<file path="src/llcopy_pkg.sv">
package llcopy_pkg;

   // one LocalLink data word
   typedef logic [31:0] word_t;

   // remainder of the last word: 0000 all bytes, 0001 three, 0011 two, 0111 one
   typedef logic [3:0] rem_t;

   // operation flags from header word 4, bits 31:29
   typedef logic [2:0] flags_t;

   // byte length
   typedef logic [31:0] len_t;

   // what a FIFO entry holds
   typedef enum logic [1:0] {
      TAG_FLAGS = 2'd0,
      TAG_LEN   = 2'd1,
      TAG_DATA  = 2'd2,
      TAG_LAST  = 2'd3
   } tag_t;

   // request and completion header layout
   localparam int HDR_WORDS     = 8;
   localparam int HDR_FLAGS_IDX = 4;
   localparam int HDR_LEN_IDX   = 5;

   // 16 entries by default
   localparam int FIFO_AW_DEF = 4;

endpackage

</file>
<file path="src/ll_frame_parser.sv">
`timescale 1ns/1ps

module ll_frame_parser (
   input  logic               clk,
   input  logic               rst_n,
   input  llcopy_pkg::word_t  tx_d_i,
   input  llcopy_pkg::rem_t   tx_rem_i,
   input  logic               tx_sof_n_i,
   input  logic               tx_eof_n_i,
   input  logic               tx_sop_n_i,
   input  logic               tx_eop_n_i,
   input  logic               tx_src_rdy_n_i,
   input  logic               full_i,
   output logic               tx_dst_rdy_n_o,
   output logic               push_o,
   output llcopy_pkg::tag_t   push_tag_o,
   output llcopy_pkg::word_t  push_data_o,
   output llcopy_pkg::rem_t   push_rem_o
);

   import llcopy_pkg::*;

   typedef enum logic [1:0] {
      IDLE,
      HEADER,
      PAYLOAD
   } parse_state_t;

   localparam logic [2:0] HDR_LAST = 3'(HDR_WORDS - 1);

   parse_state_t state_q;
   logic [2:0]   hdr_idx_q;
   logic         rdy_q;
   logic         xfer;
   logic         frame_end;
   logic         in_payload;
   logic         hdr_word;
   logic         is_flags;
   logic         is_len;
   flags_t       flags;

   // held off for a cycle after reset, then only by a full FIFO
   assign tx_dst_rdy_n_o = !rdy_q || full_i;
   assign xfer           = !tx_src_rdy_n_i && !tx_dst_rdy_n_o;
   assign frame_end      = !tx_eop_n_i || !tx_eof_n_i;

   // a start-of-packet inside the header cuts the header short
   assign in_payload = (state_q == PAYLOAD) || (state_q == HEADER && !tx_sop_n_i);
   assign hdr_word   = (state_q == HEADER) && tx_sop_n_i;
   assign is_flags   = hdr_word && (hdr_idx_q == 3'(HDR_FLAGS_IDX));
   assign is_len     = hdr_word && (hdr_idx_q == 3'(HDR_LEN_IDX));
   assign flags      = tx_d_i[31:29];

   assign push_o      = xfer && (is_flags || is_len || in_payload);
   assign push_data_o = is_flags ? word_t'(flags) : tx_d_i;
   assign push_rem_o  = tx_rem_i;

   always_comb begin
      if (is_flags) begin
         push_tag_o = TAG_FLAGS;
      end else if (is_len) begin
         push_tag_o = TAG_LEN;
      end else if (frame_end) begin
         push_tag_o = TAG_LAST;
      end else begin
         push_tag_o = TAG_DATA;
      end
   end

   always_ff @(posedge clk) begin
      if (!rst_n) begin
         state_q   <= IDLE;
         hdr_idx_q <= '0;
         rdy_q     <= 1'b0;
      end else begin
         rdy_q <= 1'b1;
         case (state_q)
            IDLE: begin
               // word 0 is taken here
               if (xfer && !tx_sof_n_i) begin
                  state_q   <= HEADER;
                  hdr_idx_q <= 3'd1;
               end
            end
            HEADER: begin
               if (xfer) begin
                  if (in_payload) begin
                     state_q <= frame_end ? IDLE : PAYLOAD;
                  end else begin
                     hdr_idx_q <= hdr_idx_q + 3'd1;
                     if (hdr_idx_q == HDR_LAST) begin
                        state_q <= PAYLOAD;
                     end
                  end
               end
            end
            PAYLOAD: begin
               if (xfer && frame_end) begin
                  state_q <= IDLE;
               end
            end
            default: state_q <= IDLE;
         endcase
      end
   end

endmodule

</file>
<file path="src/ll_word_fifo.sv">
`timescale 1ns/1ps

module ll_word_fifo #(
   parameter int AW = llcopy_pkg::FIFO_AW_DEF
) (
   input  logic               clk,
   input  logic               rst_n,
   input  logic               push_i,
   input  logic               pop_i,
   input  llcopy_pkg::tag_t   push_tag_i,
   input  llcopy_pkg::word_t  push_data_i,
   input  llcopy_pkg::rem_t   push_rem_i,
   output logic               full_o,
   output logic               empty_o,
   output llcopy_pkg::tag_t   head_tag_o,
   output llcopy_pkg::word_t  head_data_o,
   output llcopy_pkg::rem_t   head_rem_o
);

   import llcopy_pkg::*;

   localparam int DEPTH = 1 << AW;

   tag_t          tag_mem  [DEPTH];
   word_t         data_mem [DEPTH];
   rem_t          rem_mem  [DEPTH];
   logic [AW-1:0] wr_ptr_q;
   logic [AW-1:0] rd_ptr_q;
   logic [AW:0]   count_q;
   logic          do_push;
   logic          do_pop;

   assign full_o  = (count_q == (AW + 1)'(DEPTH));
   assign empty_o = (count_q == '0);
   assign do_push = push_i && !full_o;
   assign do_pop  = pop_i && !empty_o;

   assign head_tag_o  = tag_mem[rd_ptr_q];
   assign head_data_o = data_mem[rd_ptr_q];
   assign head_rem_o  = rem_mem[rd_ptr_q];

   always_ff @(posedge clk) begin
      if (do_push) begin
         tag_mem[wr_ptr_q]  <= push_tag_i;
         data_mem[wr_ptr_q] <= push_data_i;
         rem_mem[wr_ptr_q]  <= push_rem_i;
      end
   end

   always_ff @(posedge clk) begin
      if (!rst_n) begin
         wr_ptr_q <= '0;
         rd_ptr_q <= '0;
         count_q  <= '0;
      end else begin
         if (do_push) begin
            wr_ptr_q <= wr_ptr_q + 1'b1;
         end
         if (do_pop) begin
            rd_ptr_q <= rd_ptr_q + 1'b1;
         end
         // simultaneous push and pop leaves the count alone
         if (do_push && !do_pop) begin
            count_q <= count_q + 1'b1;
         end else if (do_pop && !do_push) begin
            count_q <= count_q - 1'b1;
         end
      end
   end

endmodule

</file>
<file path="src/ll_completion_framer.sv">
`timescale 1ns/1ps

module ll_completion_framer (
   input  logic               clk,
   input  logic               rst_n,
   input  logic               empty_i,
   input  llcopy_pkg::tag_t   head_tag_i,
   input  llcopy_pkg::word_t  head_data_i,
   input  llcopy_pkg::rem_t   head_rem_i,
   input  logic               rx_dst_rdy_n_i,
   output logic               pop_o,
   output llcopy_pkg::word_t  rx_d_o,
   output llcopy_pkg::rem_t   rx_rem_o,
   output logic               rx_sof_n_o,
   output logic               rx_eof_n_o,
   output logic               rx_sop_n_o,
   output logic               rx_eop_n_o,
   output logic               rx_src_rdy_n_o
);

   import llcopy_pkg::*;

   typedef enum logic [1:0] {
      IDLE,
      PAYLOAD,
      HEADER
   } frame_state_t;

   localparam logic [2:0] HDR_LAST = 3'(HDR_WORDS - 1);

   frame_state_t state_q;
   logic [2:0]   hdr_idx_q;
   logic         first_q;
   flags_t       flags_q;
   len_t         req_len_q;
   len_t         byte_cnt_q;
   logic         out_free;
   logic         head_payload;
   logic         head_last;
   logic         pop_field;
   logic         pop_data;
   logic         start_frame;
   logic         hdr_load;
   logic         status;
   word_t        hdr_word;

   // bytes carried by the last word
   function automatic logic [2:0] valid_bytes(input rem_t rem);
      logic [2:0] n;
      case (rem)
         4'b0001: n = 3'd3;
         4'b0011: n = 3'd2;
         4'b0111: n = 3'd1;
         default: n = 3'd4;
      endcase
      return n;
   endfunction

   // output register empty or being taken this cycle
   assign out_free     = rx_src_rdy_n_o || !rx_dst_rdy_n_i;
   assign head_payload = (head_tag_i == TAG_DATA) || (head_tag_i == TAG_LAST);
   assign head_last    = (head_tag_i == TAG_LAST);

   assign pop_field = (state_q == IDLE) && !empty_i &&
                      ((head_tag_i == TAG_FLAGS) || (head_tag_i == TAG_LEN));
   assign pop_data  = (state_q == PAYLOAD) && out_free && !empty_i && head_payload;
   assign pop_o     = pop_field || pop_data;

   // payload without a length entry still starts a frame
   assign start_frame = (state_q == IDLE) && !empty_i &&
                        ((head_tag_i == TAG_LEN) || head_payload);
   assign hdr_load    = (state_q == HEADER) && out_free;

   assign status = (byte_cnt_q == req_len_q);

   always_comb begin
      if (hdr_idx_q == 3'(HDR_FLAGS_IDX)) begin
         hdr_word = {flags_q, status, 28'h0};
      end else if (hdr_idx_q == 3'(HDR_LEN_IDX)) begin
         hdr_word = byte_cnt_q;
      end else begin
         hdr_word = '0;
      end
   end

   always_ff @(posedge clk) begin
      if (pop_field && head_tag_i == TAG_FLAGS) begin
         flags_q <= head_data_i[2:0];
      end
      if (pop_field && head_tag_i == TAG_LEN) begin
         req_len_q <= head_data_i;
      end
      if (start_frame) begin
         byte_cnt_q <= '0;
      end else if (pop_data) begin
         byte_cnt_q <= byte_cnt_q + len_t'(head_last ? valid_bytes(head_rem_i) : 3'd4);
      end
   end

   always_ff @(posedge clk) begin
      if (pop_data) begin
         rx_d_o   <= head_data_i;
         rx_rem_o <= head_last ? head_rem_i : '0;
      end else if (hdr_load) begin
         rx_d_o   <= hdr_word;
         rx_rem_o <= '0;
      end
   end

   always_ff @(posedge clk) begin
      if (!rst_n) begin
         state_q        <= IDLE;
         hdr_idx_q      <= '0;
         first_q        <= 1'b1;
         rx_src_rdy_n_o <= 1'b1;
         rx_sof_n_o     <= 1'b1;
         rx_eof_n_o     <= 1'b1;
         rx_sop_n_o     <= 1'b1;
         rx_eop_n_o     <= 1'b1;
      end else begin
         // nothing new unless a branch below loads a word
         if (out_free) begin
            rx_src_rdy_n_o <= 1'b1;
            rx_sof_n_o     <= 1'b1;
            rx_eof_n_o     <= 1'b1;
            rx_sop_n_o     <= 1'b1;
            rx_eop_n_o     <= 1'b1;
         end
         case (state_q)
            IDLE: begin
               if (start_frame) begin
                  state_q <= PAYLOAD;
                  first_q <= 1'b1;
               end
            end
            PAYLOAD: begin
               if (pop_data) begin
                  rx_src_rdy_n_o <= 1'b0;
                  rx_sof_n_o     <= !first_q;
                  rx_sop_n_o     <= !first_q;
                  rx_eop_n_o     <= !head_last;
                  first_q        <= 1'b0;
                  if (head_last) begin
                     state_q   <= HEADER;
                     hdr_idx_q <= '0;
                  end
               end
            end
            HEADER: begin
               if (hdr_load) begin
                  rx_src_rdy_n_o <= 1'b0;
                  rx_eof_n_o     <= (hdr_idx_q != HDR_LAST);
                  hdr_idx_q      <= hdr_idx_q + 3'd1;
                  if (hdr_idx_q == HDR_LAST) begin
                     state_q <= IDLE;
                  end
               end
            end
            default: state_q <= IDLE;
         endcase
      end
   end

endmodule

</file>
<file path="src/ll_copy_engine.sv">
`timescale 1ns/1ps

module ll_copy_engine #(
   parameter int FIFO_AW = llcopy_pkg::FIFO_AW_DEF
) (
   input  logic               clk,
   input  logic               rst_n,
   // transmit port
   input  llcopy_pkg::word_t  tx_d_i,
   input  llcopy_pkg::rem_t   tx_rem_i,
   input  logic               tx_sof_n_i,
   input  logic               tx_eof_n_i,
   input  logic               tx_sop_n_i,
   input  logic               tx_eop_n_i,
   input  logic               tx_src_rdy_n_i,
   output logic               tx_dst_rdy_n_o,
   // receive port
   output llcopy_pkg::word_t  rx_d_o,
   output llcopy_pkg::rem_t   rx_rem_o,
   output logic               rx_sof_n_o,
   output logic               rx_eof_n_o,
   output logic               rx_sop_n_o,
   output logic               rx_eop_n_o,
   output logic               rx_src_rdy_n_o,
   input  logic               rx_dst_rdy_n_i
);

   import llcopy_pkg::*;

   logic  push;
   tag_t  push_tag;
   word_t push_data;
   rem_t  push_rem;
   logic  full;
   logic  pop;
   logic  empty;
   tag_t  head_tag;
   word_t head_data;
   rem_t  head_rem;

   ll_frame_parser ll_frame_parser_i (
      .clk            (clk),
      .rst_n          (rst_n),
      .tx_d_i         (tx_d_i),
      .tx_rem_i       (tx_rem_i),
      .tx_sof_n_i     (tx_sof_n_i),
      .tx_eof_n_i     (tx_eof_n_i),
      .tx_sop_n_i     (tx_sop_n_i),
      .tx_eop_n_i     (tx_eop_n_i),
      .tx_src_rdy_n_i (tx_src_rdy_n_i),
      .full_i         (full),
      .tx_dst_rdy_n_o (tx_dst_rdy_n_o),
      .push_o         (push),
      .push_tag_o     (push_tag),
      .push_data_o    (push_data),
      .push_rem_o     (push_rem)
   );

   ll_word_fifo #(
      .AW (FIFO_AW)
   ) ll_word_fifo_i (
      .clk         (clk),
      .rst_n       (rst_n),
      .push_i      (push),
      .pop_i       (pop),
      .push_tag_i  (push_tag),
      .push_data_i (push_data),
      .push_rem_i  (push_rem),
      .full_o      (full),
      .empty_o     (empty),
      .head_tag_o  (head_tag),
      .head_data_o (head_data),
      .head_rem_o  (head_rem)
   );

   ll_completion_framer ll_completion_framer_i (
      .clk            (clk),
      .rst_n          (rst_n),
      .empty_i        (empty),
      .head_tag_i     (head_tag),
      .head_data_i    (head_data),
      .head_rem_i     (head_rem),
      .rx_dst_rdy_n_i (rx_dst_rdy_n_i),
      .pop_o          (pop),
      .rx_d_o         (rx_d_o),
      .rx_rem_o       (rx_rem_o),
      .rx_sof_n_o     (rx_sof_n_o),
      .rx_eof_n_o     (rx_eof_n_o),
      .rx_sop_n_o     (rx_sop_n_o),
      .rx_eop_n_o     (rx_eop_n_o),
      .rx_src_rdy_n_o (rx_src_rdy_n_o)
   );

endmodule

</file>
<file path="config.mk">
export PLATFORM = sky130hd
export DESIGN_NAME = ll_copy_engine
export DESIGN_NICKNAME = d
export VERILOG_FILES = /design/src/llcopy_pkg.sv /design/src/ll_frame_parser.sv /design/src/ll_word_fifo.sv /design/src/ll_completion_framer.sv /design/src/ll_copy_engine.sv
export SDC_FILE = /design/constraint.sdc
export NUM_CORES = 1
export LEC_CHECK = 0
export ABC_CLOCK_PERIOD_IN_PS = 8000
export BUFFER_PORTS_ARGS = -buffer_cell sky130_fd_sc_hd__buf_2
export CAP_MARGIN = 30
export CORE_MARGIN = 5
export CORE_UTILIZATION = 30
export DETAILED_ROUTE_END_ITERATION = 10
export MAX_ROUTING_LAYER = met4
export REMOVE_ABC_BUFFERS = 1
export SYNTH_ARGS = -nofsm -noshare
export SYNTH_HDL_FRONTEND = slang
export SYNTH_SLANG_ARGS = --single-unit
</file>
<file path="constraint.sdc">
create_clock -name clk -period 8 [get_ports clk]
set_input_delay 0.4 -clock clk [delete_from_list [all_inputs] [get_ports clk]]
set_output_delay 0.4 -clock clk [all_outputs]
set_load 0.005 [all_outputs]
</file>
**Word-level counts from Yosys, hierarchy flattened**

Memory sizes are Yosys's and may differ from the RTL's. A register that Yosys moved wholly into a read port is not among the register bits.
Cells that the tools add are included.

- Register bits after elaboration: 133
- Memory bits (writable): 608
- Input port bits: 44
- Memories: 3

- Add/subtract/negate cells: 7
- Equality and inequality tests: 29
- Multiplexer cells: 66
- Reduce and logical (&&, ||, !) cells: 59

Memories:

| memory | words | bits a word | read ports | clocked after Yosys merged registers in | write ports | line | source |
|---|---|---|---|---|---|---|---|
| ll_word_fifo_i.data_mem | 16 | 32 | 1 | 1 | 1 | ll_word_fifo.sv:25 | `word_t data_mem [DEPTH];` |
| ll_word_fifo_i.rem_mem | 16 | 4 | 1 | 1 | 1 | ll_word_fifo.sv:26 | `rem_t rem_mem [DEPTH];` |
| ll_word_fifo_i.tag_mem | 16 | 2 | 1 | 1 | 1 | ll_word_fifo.sv:24 | `tag_t tag_mem [DEPTH];` |

Operators by type and width:

| cell | number |
|---|---|
| $mux 32 | 5 |
| $mux 4 | 9 |
| $add 32x32->32 | 1 |
| $eq 32x32->1 | 1 |
| $mux 3 | 9 |
| $mux 2 | 13 |
| $logic_and 1x1->1 | 21 |
| $mux 1 | 21 |
| $eq 3x3->1 const B | 6 |
| $logic_not 1->1 | 14 |
| $ne 2x1->1 const B | 6 |
| $pmux 2 s3 | 2 |
| $pmux 3 s2 | 2 |
| $reduce_and 4->1 | 3 |
| $logic_or 1x1->1 | 10 |
| $mux 5 | 2 |
| $reduce_bool 2->1 | 5 |
| $pmux 3 s3 | 1 |
| $add 4x1->4 const B | 2 |
| $eq 2x2->1 const B | 4 |
| $add 3x1->3 const B | 2 |
| $eq 2x1->1 const B | 3 |
| $logic_not 2->1 | 3 |
| $ne 2x2->1 const B | 3 |
| 12 further kinds | 13 |

**Longest topological paths before layout**

Gate-level depths: netlist (run 1).

- Word-level depth: 11
- Mapped depth: 17
- Mapped depth without buffers: 14

**Hierarchy**

From an unflattened synthesis (run 1), not the netlist that was laid out.

- Cell total of the unflattened synthesis: 1624
- Area total of the unflattened synthesis: 29603.4 um^2

By module, submodules not included:

| module | times used | cells each | area an instance (um^2) | sequential area each (um^2) |
|---|---|---|---|---|
| ll_word_fifo | 1 | 1037 | 23684.0 | 18597.8 |
| ll_completion_framer | 1 | 499 | 5223.8 | 2992.9 |
| ll_frame_parser | 1 | 88 | 695.7 | 120.1 |

**Worst setup path after synthesis (run 1)**

No wires, ideal clock.

- Kind: register to register
- From: register ll_frame_parser_i.state_q[0]
- To: memory ll_word_fifo_i.data_mem[3][0] (netlist bit) (enable)
- Setup time: 0.480 ns
- Arrival time: 4.349 ns
- Required time: 7.520 ns
- Setup slack: 3.171 ns
- Stages on the path, launching flop included: 7
- Buffers on the path: 1
- Period minus slack after synthesis: 4.829 ns
- Cells stage by stage: dfxtp_1 -> clkbuf_1 -> and4b_1 -> o21ai_1 -> a21boi_1 -> nand2_1 -> nor3_1

- Word-level cells in the longest chain between the ends: 9

RTL lines:

| item | line | source |
|---|---|---|
| from (decl) | ll_frame_parser.sv:31 | `parse_state_t state_q;` |
| from (signal assigned) | ll_frame_parser.sv:88 | `state_q <= frame_end ? IDLE : PAYLOAD;` |
| $eq 2x1->1 | ll_frame_parser.sv:48, ll_frame_parser.sv:49 |  |
| $logic_and 1x1->1 | ll_frame_parser.sv:49 | `assign hdr_word = (state_q == HEADER) && tx_sop_n_i;` |
| $logic_and 1x1->1 (on tied branches) | ll_frame_parser.sv:50, ll_frame_parser.sv:51 |  |
| $logic_or 1x1->1 | ll_frame_parser.sv:54 | `assign push_o = xfer && (is_flags \|\| is_len \|\| in_payload);` |
| $logic_or 1x1->1 (*) | ll_frame_parser.sv:54 |  |
| $logic_and 1x1->1 (*) | ll_frame_parser.sv:54 |  |
| $logic_and 1x1->1 (*) | ll_word_fifo.sv:35 | `assign do_push = push_i && !full_o;` |
| named net ll_word_fifo_i.do_push | ll_word_fifo.sv:30 | `logic do_push;` |
| $mux 1 (*) | ll_word_fifo.sv:43 | `if (do_push) begin` |
| $mux 1 (implied by the code) (*) | ll_word_fifo.sv:45 | `data_mem[wr_ptr_q] <= push_data_i;` |
| to (decl) | ll_word_fifo.sv:25 |  |

Mark *: on every way through the listed nets, which the timed path passes. The rest lies on a longest branch.

==> flow_summary.yaml, run 1 <==
logic_synthesis:
  syn_area_sq_um: 29400
  synth_cells: 1538
  synthArstFlopShare: 0
  synth_top_cell_area_share: 0.6935
  synth.area.top_cells: "edfxtp_1, mux4_2, dfxtp_1"
  ys_seq_area_frac: 0.7384
  avgSynthCellArea_sq_um: 19.12
  ys_seq_elements: 745
  yosysTopAreaCell: "edfxtp_1"
  synthFlopType: "edfxtp_1"
  synth_cell_types: 51
  yosysMostFrequentCell: "edfxtp_1"
  ys_warn_count: 0
  synth_common_cells: "edfxtp_1, mux4_2, nand2_1"
  synth_edf_count: 679
cts:
  clk-insertion-delay-late_ns: 0.63
  clk_pin_slew_worst_paths_ns: 0.06
  htreeDepth: 3
  clock-sinks: 745
  ctsRootBufferMaster: "clkbuf_16"
  cts_resized: 0
  cts_buffer_depth: 3
  postCtsSetupBuffers: 0
  hold_buffers: 1
  cts_tree: "built"
  cts_buffers: 75
sta:
  setup_violations: 0
  tns_ns: 0
  relSlewSlack: 0.3511
  fin_ws_ns: 3.029
  maxSlewViolCount: 0
  layout_min_cycle_time_ns: 4.971
  final-hold-violation-count: 0
  fmaxAchievable_mhz: 201.2
  rsz0062_at_grt: "false"
  period_share: 0.6213
  whs_ns: 0.1382
  worstMarginPinSlew_ns: 0.9734
  finClkSkew_ns: 0.02282
setup_path:
  crit_cells: 12
  critPathLaunchType: "flip-flop"
  crit_path_top_delay_cell: "buf_4"
  endpoint_kind: "flip-flop"
  cp.arrival_ns: 5.47
  ff2ff_setup_slack_ns: 3.03
  path_delay_family: "simple AND/OR/NAND/NOR gates"
  rr_worst_depth: 12
  critPathMaxFanout: 33
  slowest_delay_ns: 0.63
  critical_path_required_ns: 8.50
  cp_num_buf_inv: 1
  path_cells: "buf_4 > mux4_2 > mux4_2 > or4_1 > nor2_1 > ha_1 > fa_1 > a21o_1 > nand4_1 > nor4_1 > xnor2_1 > nor2_1"
  critPathKind: "reg2reg"
floorplan:
  die_h_um: 323.1
  io_pins: 86
  fp-row-count: 114
  core_region_area_sq_um: 96990
  start_util: 0.3031
  die_w_um: 323.1
  die_area_sq_um: 104400
detailed_routing:
  firstDrtPassIters: 5
  viasPerCell: 4.912
  drc: 0
  wl_per_cell_um: 23.45
  drtIter0Drc: 1213
  via_count: 14660
  antenna_left: 0
  wl_um: 69970
placement:
  hpwl_um: 39500
  dp_slack_ns: 2.971
  gp_congestion: 0.8183
  port_buffers: 85
cells_and_area:
  drive_gt1_frac: 0.2572
  syn2layout_area_growth_pct: 15.08
  nets: 1720
grt:
  antenna_found_initial: 7
  grt_pass1_vias: 14990
  grt_max_degree: 61
  grt.overflow.total: 0
  grt_pass1_wl_um: 102100
  grt_usage: 0.1371
min_path:
  hp-class: "in2reg"
  worstHoldPathCells: 4
  worstHoldStart: "tx_sof_n_i"
power_and_ir_drop:
  ir_worst_vdd_v: 0.0001728
  p_leak_nw: 10.71
  finalPower_mw: 9.366
  p_per_area_nw_per_um2: 276.8
job:
  cap_violations: 0
outcome:
  status: "completed"
## routing by layer
layer,vias to the layer above,share of wire,track usage
met4,0,0.021,0.03078
met1,7731,0.45,0.1909
met3,107,0.066,0.02790
met5,-,0,-
met2,490,0.47,0.2100
li1,6328,-,-
## path summary, 6_finish.rpt
path | endpoint
hold / removal | ll_frame_parser_i.state_q[0]
hold reg to reg | ll_completion_framer_i.rx_sop_n_o
setup / recovery | ll_completion_framer_i.byte_cnt_q[30]
setup reg to reg | ll_completion_framer_i.byte_cnt_q[30]
## cells in the final DEF, fill, tap and decap left out, types with 4 or more instances in the layout
master,Yosys,final
a21o_1,5,5
a21oi_1,28,27
a22oi_1,4,4
and2_1,34,33
buf_2,30,85
buf_4,2,32
bufinv_16,0,6
clkbuf_1,42,18
clkbuf_16,0,76
clkinv_1,0,15
clkinv_2,0,11
dfxtp_1,66,62
edfxtp_1,679,679
ha_1,23,23
inv_1,24,24
mux2_2,5,5
mux4_2,188,188
nand2_1,101,99
nand2b_1,6,6
nand3_1,43,43
nand4_1,10,10
nor2_1,74,60
nor2_4,0,13
nor2b_1,6,6
nor3_1,20,16
nor3_2,0,4
nor4_1,17,17
o21ai_0,7,7
o21ai_1,11,11
or3_1,5,5
xnor2_1,23,23
xor2_1,45,45
## power by group
part	internal [mW]	switching, mW	leakage, nW
Clock	1.96	1.45	1.16
Combinational	0.667	0.724	2.82
Sequential	4.44	0.126	6.73
## worst min-delay path, cell delays in order
cell and delay [ns]:
buf_2 0.10, nor4_1 0.05, a21oi_1 0.11, nor2_1 0.05
## flip-flops by register name, indices dropped and copies added (netlist names), 2 cells and up, named ones only
signal                             count
ll_word_fifo_i.count_q                 5
ll_frame_parser_i.hdr_idx_q            3
ll_word_fifo_i.wr_ptr_q                4
ll_completion_framer_i.state_q         2
ll_word_fifo_i.tag_mem                32
ll_word_fifo_i.rem_mem                64
ll_completion_framer_i.hdr_idx_q       3
ll_completion_framer_i.req_len_q      32
ll_word_fifo_i.rd_ptr_q                4
ll_completion_framer_i.rx_d_o         32
ll_completion_framer_i.byte_cnt_q     32
ll_word_fifo_i.data_mem              512
ll_frame_parser_i.state_q              2
ll_completion_framer_i.rx_rem_o        4
ll_completion_framer_i.flags_q         3
## through the flow
stage | utilization | cell area, sq um | std cells
6_report | 0.3488 | 33830 | 2984
5_1_grt | 0.3488 | 33830 | 2984
4_1_cts | 0.3487 | 33820 | 2982
3_5_place_dp | 0.3240 | 31420 | 2848
3_3_place_gp | 0.3239 | 31410 | 2847
2_1_floorplan | - | 29020 | 1456
## layout make-up
type / instances / area [sq um]
multi-input cells: 685 / 7346
well taps: 1276 / 1597
repair buffers: 118 / 675.6
clock buffers: 95 / 1983
fillers: 9015 / 63160
inverters: 26 / 97.59
clock inverters: 38 / 409.1
diodes: 1 / 2.502
flip-flops and latches: 745 / 21720
## logic make-up (layout without fill, tap and decap cells)
kind of cell    count (synthesis)  count (layout)  synth area share
xor+xnor                       68              68           0.02026
buf+inv                       108             277           0.01613
other cells                     0               1                 0
compound gates                 70              70           0.01443
flops                         745             745            0.7384
fa+ha+maj                      25              25           0.01115
simple gates                  326             326           0.05222
mux                           196             196            0.1474
(Power assumes the default switching activity.)
==> run 2: changes to the inputs <==
--- a/config.mk
+++ b/config.mk
@@ -5,7 +5,8 @@
 export SDC_FILE = /design/constraint.sdc
 export NUM_CORES = 1
 export LEC_CHECK = 0
-export ABC_CLOCK_PERIOD_IN_PS = 8000
+export ABC_AREA = 1
+export ABC_CLOCK_PERIOD_IN_PS = 4900
 export BUFFER_PORTS_ARGS = -buffer_cell sky130_fd_sc_hd__buf_2
 export CAP_MARGIN = 30
 export CORE_MARGIN = 5
==> constraint.sdc (replaced) <==
create_clock -name clk -period 4.9 [get_ports clk]
set_input_delay 0.245 -clock clk [delete_from_list [all_inputs] [get_ports clk]]
set_output_delay 0.245 -clock clk [all_outputs]
set_load 0.005 [all_outputs]
==> run 2 against run 1 <==
Register-to-register slack lost 2.2 ns. Clock skew grew 0.0096 ns. Count of clock-buffer cells in the layout grew 5. Combinational power grew to 2.6 times the previous value. Largest power group unchanged.
==> flow_summary.yaml, run 2 <==
floorplan:
  core_region_area_sq_um: 101600
  start_util: 0.3016
  die_area_sq_um: 108600
  die_w_um: 329.6
  fp-row-count: 117
  die_h_um: 329.6
  io_pins: 86
setup_path:
  crit_path_top_delay_cell: "dfxtp_4"
  critPathMaxFanout: 94
  path_common_cell: "nand2_1"
  critPathKind: "reg2reg"
  critPathLaunchType: "flip-flop"
  path_cells: "inv_8 > nand2_1 > nand3_1 > nand3_1 > nand3_1 > nand2_1 > nand2_1 > inv_1 > nand2_1 > nor2_1 > o21ai_1 > a21oi_1 > ha_1 > fa_1 > nand2_1 > nand2_1 > nand3_1 > or2_2 > nor2_1 > xor2_1 > nand2_1 > nand2_1 > nand2_1 > inv_1"
  endpoint_kind: "flip-flop"
  slowest_delay_ns: 0.64
  critical_path_required_ns: 5.47
  cp.arrival_ns: 4.61
cts:
  ctsRootBufferMaster: "clkbuf_16"
  cts_resized: 0
  cts_buffer_depth: 3
  htreeDepth: 3
  clk-insertion-delay-late_ns: 0.64
  cts_buffers: 78
  clock-sinks: 745
  postCtsSetupBuffers: 0
  cts_tree: "built"
  clk_pin_slew_worst_paths_ns: 0.06
  hold_buffers: 5
detailed_routing:
  drc: 0
  viasPerCell: 5.049
  via_count: 20510
  drtIter0Drc: 2090
  wl_um: 85690
  firstDrtPassIters: 7
  antenna_left: 0
  wl_per_cell_um: 21.10
sta:
  worstMarginPinSlew_ns: 0.9737
  layout_min_cycle_time_ns: 4.042
  fmaxAchievable_mhz: 247.4
  rsz0062_at_grt: "false"
  fin_ws_ns: 0.8583
  finClkSkew_ns: 0.03247
  relSlewSlack: 0.3485
  maxSlewViolCount: 0
  tns_ns: 0
  period_share: 0.8248
  final-hold-violation-count: 0
  setup_violations: 0
logic_synthesis:
  ys_seq_area_frac: 0.7085
  synth_cells: 2556
  syn_area_sq_um: 30640
  yosysMostFrequentCell: "edfxtp_1"
  yosys.area_share.simple: 0.1137
  synthAdderAreaFrac: 0.01070
  avgSynthCellArea_sq_um: 11.99
  synth.area.top_cells: "edfxtp_1, o21ai_0, nor2_1"
  synth_top_family_by_area: "compound AO/OA/AOI/OAI gates"
  ys_seq_elements: 745
  synthArstFlopShare: 0
  ys_warn_count: 0
  synth_edf_count: 679
  synth_top_cell_area_share: 0.6654
  synth_compound_area_frac: 0.1171
  synth_xor_xnor_area_share: 0.007145
  synth_mux_area_frac: 0
  synth_cell_types: 41
  synthFlopType: "edfxtp_1"
  synth_common_cells: "edfxtp_1, nor2_1, o21ai_0"
  yosysTopAreaCell: "edfxtp_1"
power_and_ir_drop:
  p_leak_nw: 11.98
  p_per_area_nw_per_um2: 483.2
  ir_worst_vdd_v: 0.0003393
  finalPower_mw: 17.07
placement:
  dp_slack_ns: 0.9172
  postPlaceCellArea_sq_um: 32730
  placedCellCount: 3914
  hpwl_um: 49110
  gp_congestion: 0.8894
  port_buffers: 85
cells_and_area:
  final_cell_mix: "edfxtp_1, nor2_1, o21ai_0, nand2_1, inv_1"
  fill_cells: 9968
  nets: 2701
  fin_area_sq_um: 35330
  drive_gt1_frac: 0.1096
  top_regs: "ll_word_fifo_i.data_mem: 512 flops, ll_word_fifo_i.rem_mem: 64 flops"
  largest_register: "ll_word_fifo_i.data_mem"
  fin_cells: 4062
  final_common_cell: "edfxtp_1"
  syn2layout_area_growth_pct: 15.29
  largest_register_ffs: 512
min_path:
  worstHoldStart: "tx_rem_i[3]"
  hp-class: "in2reg"
grt:
  grt_pass1_wl_um: 126500
  grt_max_degree: 191
  grt_pass1_vias: 19550
  antenna_found_initial: 4
  grt.overflow.total: 0
  grt_usage: 0.1580
outcome:
  status: "completed"
job:
  cap_violations: 0
run 2: changes by cell type after synthesis, moves of 24 or more:
cell,before,now
nor2_1,74,394
o21ai_0,7,318
mux4_2,188,0
nand2_1,101,288
inv_1,24,171
o221ai_1,0,104
nand3_1,43,109
clkbuf_1,42,87
o22ai_1,0,44
o211ai_1,2,41
and2_1,34,0
xor2_1,45,16
o31ai_1,0,24
run 2: per-stage QoR:
stage                       util  hold WS (ns)
after global placement    0.3215        0.4493
after global routing      0.3478       0.02950
after floorplan                -        0.2727
after CTS                 0.3476       0.01148
after detailed placement  0.3222        0.4533
final                     0.3478       0.04571
run 2: power breakdown:
part / total (mW) / switching [mW] / leakage (nW) / internal [mW]
logic: 3.66 / 2.64 / 4.04 / 1.02
clock network: 5.85 / 2.51 / 1.23 / 3.34
registers: 7.56 / 0.237 / 6.71 / 7.33
total: 17.1 / 5.38 / 12.0 / 11.7
run 2: path summary, 6_finish.rpt:
kind | endpoint | slack, ns | depth (start not counted)
setup / recovery | ll_completion_framer_i.byte_cnt_q[30] | 0.86 | 24
hold / removal | ll_word_fifo_i.rem_mem[10][3] | 0.05 | 1
setup reg to reg | ll_completion_framer_i.byte_cnt_q[30] | 0.86 | 24
hold reg to reg | flip-flop | 0.47 | 2
run 2: cell type report:
| cell class | instances | area (sq um) | share of cell area |
|---|---|---|---|
| antenna | 2 | 5.005 | 0.0001417 |
| clock buffer | 100 | 2074 | 0.05872 |
| clock inverter | 40 | 459.2 | 0.01300 |
| inverter | 176 | 670.6 | 0.01898 |
| multi-input combinational | 1489 | 7750 | 0.2194 |
| sequential | 745 | 21720 | 0.6149 |
| tap | 1368 | 1712 | 0.04845 |
| timing repair buffer | 142 | 935.9 | 0.02649 |
run 2: critical path: cells and delay by family, from the launching register on:
family                   cells  cell delay [ns]
AO/OA/AOI/OAI                2             0.27
XOR/XNOR                     1             0.16
flip-flops                   1             0.64
adder cells (fa/ha/maj)      2             0.46
AND/OR/NAND/NOR             16             1.98
buffers and inverters        3             0.43
run 2: metal layers:
| metal | vias to the layer above | global-route usage | routed length, um |
|---|---|---|---|
| met4 | 0 | 0.04370 | 1872 |
| met2 | 705 | 0.2493 | 40610 |
| met3 | 116 | 0.01968 | 5415 |
| met1 | 10300 | 0.2169 | 37800 |
| met5 | - | - | 0 |
| li1 | 9391 | - | - |
run 2: kinds of logic after synthesis:
kind of cell             Yosys count
buffers and inverters            322
AND/OR/NAND/NOR                  850
AO/OA/AOI/OAI                    589
adder cells (fa/ha/maj)           25
XOR/XNOR                          25
flip-flops                       745
==> run 3: changes to the inputs <==
--- a/config.mk
+++ b/config.mk
@@ -6,7 +6,7 @@
 export NUM_CORES = 1
 export LEC_CHECK = 0
 export ABC_AREA = 1
-export ABC_CLOCK_PERIOD_IN_PS = 4900
+export ABC_CLOCK_PERIOD_IN_PS = 3500
 export BUFFER_PORTS_ARGS = -buffer_cell sky130_fd_sc_hd__buf_2
 export CAP_MARGIN = 30
 export CORE_MARGIN = 5
==> constraint.sdc (replaced) <==
create_clock -name clk -period 3.5 [get_ports clk]
set_input_delay 0.175 -clock clk [delete_from_list [all_inputs] [get_ports clk]]
set_output_delay 0.175 -clock clk [all_outputs]
set_load 0.005 [all_outputs]
==> run 3 against run 2 <==
Maximum frequency increased by 25%. Total power increased by 42%. Clock power increased by 44%. Critical path type unchanged. Highest routed layer unchanged.
==> flow_summary.yaml, run 3 (same netlist as run 2, synthesis figures left out) <==
outcome:
  status: "completed"
setup_path:
  cp_num_buf_inv: 5
  critical_path_required_ns: 4.08
  slowest_delay_ns: 0.37
  cp.arrival_ns: 3.81
  critPathMaxFanout: 5
  critPathKind: "reg2reg"
  endpoint_kind: "flip-flop"
  critPathLaunchType: "flip-flop"
  ff2ff_setup_slack_ns: 0.27
  crit_path_top_delay_cell: "dfxtp_4"
  path_common_cell: "nand2_1"
  path_delay_family: "simple AND/OR/NAND/NOR gates"
detailed_routing:
  via_count: 20530
  viasPerCell: 4.991
  drtIter0Drc: 2170
  antenna_left: 0
  wl_per_cell_um: 20.63
  wl_um: 84880
  drc: 0
  firstDrtPassIters: 7
cts:
  clk_pin_slew_worst_paths_ns: 0.06
  cts_buffers: 76
  cts_tree: "built"
  clk-insertion-delay-late_ns: 0.63
  clock-sinks: 745
  ctsRootBufferMaster: "clkbuf_16"
  htreeDepth: 3
  cts_buffer_depth: 3
placement:
  port_buffers: 85
  placedCellCount: 3942
  hpwl_um: 48810
  gp_congestion: 0.8895
power_and_ir_drop:
  p_int_mw: 16.81
  power_frac_seq: 0.431
  power_frac_comb: 0.223
  ir_worst_vdd_v: 0.0006610
  switchingPower_mw: 7.486
  p_per_area_nw_per_um2: 673.6
  swShare: 0.3082
  p_clk_frac: 0.346
  p_leak_nw: 12.28
cells_and_area:
  nets: 2744
  largest_register_ffs: 512
  largest_register: "ll_word_fifo_i.data_mem"
  top_regs: "ll_word_fifo_i.data_mem: 512 flops, ll_word_fifo_i.rem_mem: 64 flops"
  final_common_cell: "edfxtp_1"
  fin_cells: 4114
  drive_gt1_frac: 0.1289
  final_cell_mix: "edfxtp_1, nor2_1, o21ai_0, nand2_1, inv_1"
  syn2layout_area_growth_pct: 17.70
sta:
  relSlewSlack: 0.2909
  tns_ns: 0
  maxSlewViolCount: 0
  setup_violations: 0
  layout_min_cycle_time_ns: 3.232
  finClkSkew_ns: 0.01757
  whs_ns: 0.03066
  worstMarginPinSlew_ns: 1.055
  fmaxAchievable_mhz: 309.4
  final-hold-violation-count: 0
  period_share: 0.9233
grt:
  grt_usage: 0.1558
  grt_max_degree: 213
  grt.overflow.total: 0
  antenna_found_initial: 6
  grt_pass1_wl_um: 124600
  grt_pass1_vias: 19390
floorplan:
  io_pins: 86
  fp-row-count: 117
  start_util: 0.3016
  die_h_um: 329.6
  core_region_area_sq_um: 101600
  die_area_sq_um: 108600
  die_w_um: 329.6
job:
  cap_violations: 0
min_path:
  hp-class: "in2reg"
  worstHoldStart: "rx_dst_rdy_n_i"
-- run 3: cell types whose count changed in the layout (fill, tap and decap cells not counted), sizes merged --
cell         previous run  this run
clkinv                 31        33
buf                   137       173
clkinvlp                2         4
bufinv                  6        11
inv                   177       181
diode                   2         8
dlygate4sd3             5        11
clkbuf                100        91
-- run 3: stage by stage --
| stage | setup WS, ns | util | cell area [sq um] | total power, mW |
|---|---|---|---|---|
| after floorplan | -6.795 | - | 29990 | 13.92 |
| after global placement | 0.1046 | 0.3261 | 33130 | 15.82 |
| after detailed placement | 0.1106 | 0.3262 | 33140 | 15.88 |
| after CTS | 0.07400 | 0.3529 | 35850 | 24.28 |
| after global routing | -0.02722 | 0.3550 | 36070 | 25.40 |
| final | 0.2684 | 0.3550 | 36070 | 24.29 |
-- run 3: power groups by stage --
| stage | logic, mW | clock network, mW | registers [mW] |
|---|---|---|---|
| 2_1_floorplan | 3.01 | 0 | 10.9 |
| 3_3_place_gp | 5.15 | 0 | 10.7 |
| 3_5_place_dp | 5.20 | 0 | 10.7 |
| 4_1_cts | 5.23 | 8.55 | 10.5 |
| 5_1_grt | 5.97 | 8.91 | 10.5 |
| 6_report | 5.42 | 8.40 | 10.5 |
-- run 3: final timing paths --
path | end | cells past startpoint
min | ll_completion_framer_i.rx_src_rdy_n_o | 6
max | ll_completion_framer_i.byte_cnt_q[24] | 26
max reg2reg | ll_completion_framer_i.byte_cnt_q[24] | 26
min reg2reg | flip-flop | 2
-- run 3: metal layers --
layer	vias up	global-route usage	wire (um)
met5	-	-	0
met4	0	0.05438	2632
met3	160	0.03009	5991
met2	725	0.2430	39860
met1	10140	0.2050	36400
li1	9513	-	-
-- run 3: layout make-up --
class | count | area, sq um
sequential | 745 | 21720
clock inverter | 51 | 596.8
antenna | 8 | 20.02
timing repair buffer | 185 | 1509
tap | 1368 | 1712
inverter | 176 | 675.6
multi-input combinational | 1489 | 7807
fill | 9836 | 65530
clock buffer | 90 | 2006
timing repair inverter | 2 | 17.52
-- run 3: tightest hold or removal path, stage by stage --
cell and delay (ns):
buf_2 0.09, inv_1 0.04, nor2_1 0.07, inv_1 0.14, nand2_1 0.07, nand2_1 0.04
-- run 3: timing repair --
| action | 4_1_cts | 5_1_grt |
|---|---|---|
| hold buffers | 11 | 0 |
| endpoints found under the setup margin | 0 | 16 |
| resized for setup | 0 | 28 |
| setup buffers | 0 | 6 |
| endpoints found under the hold margin | 86 | 0 |
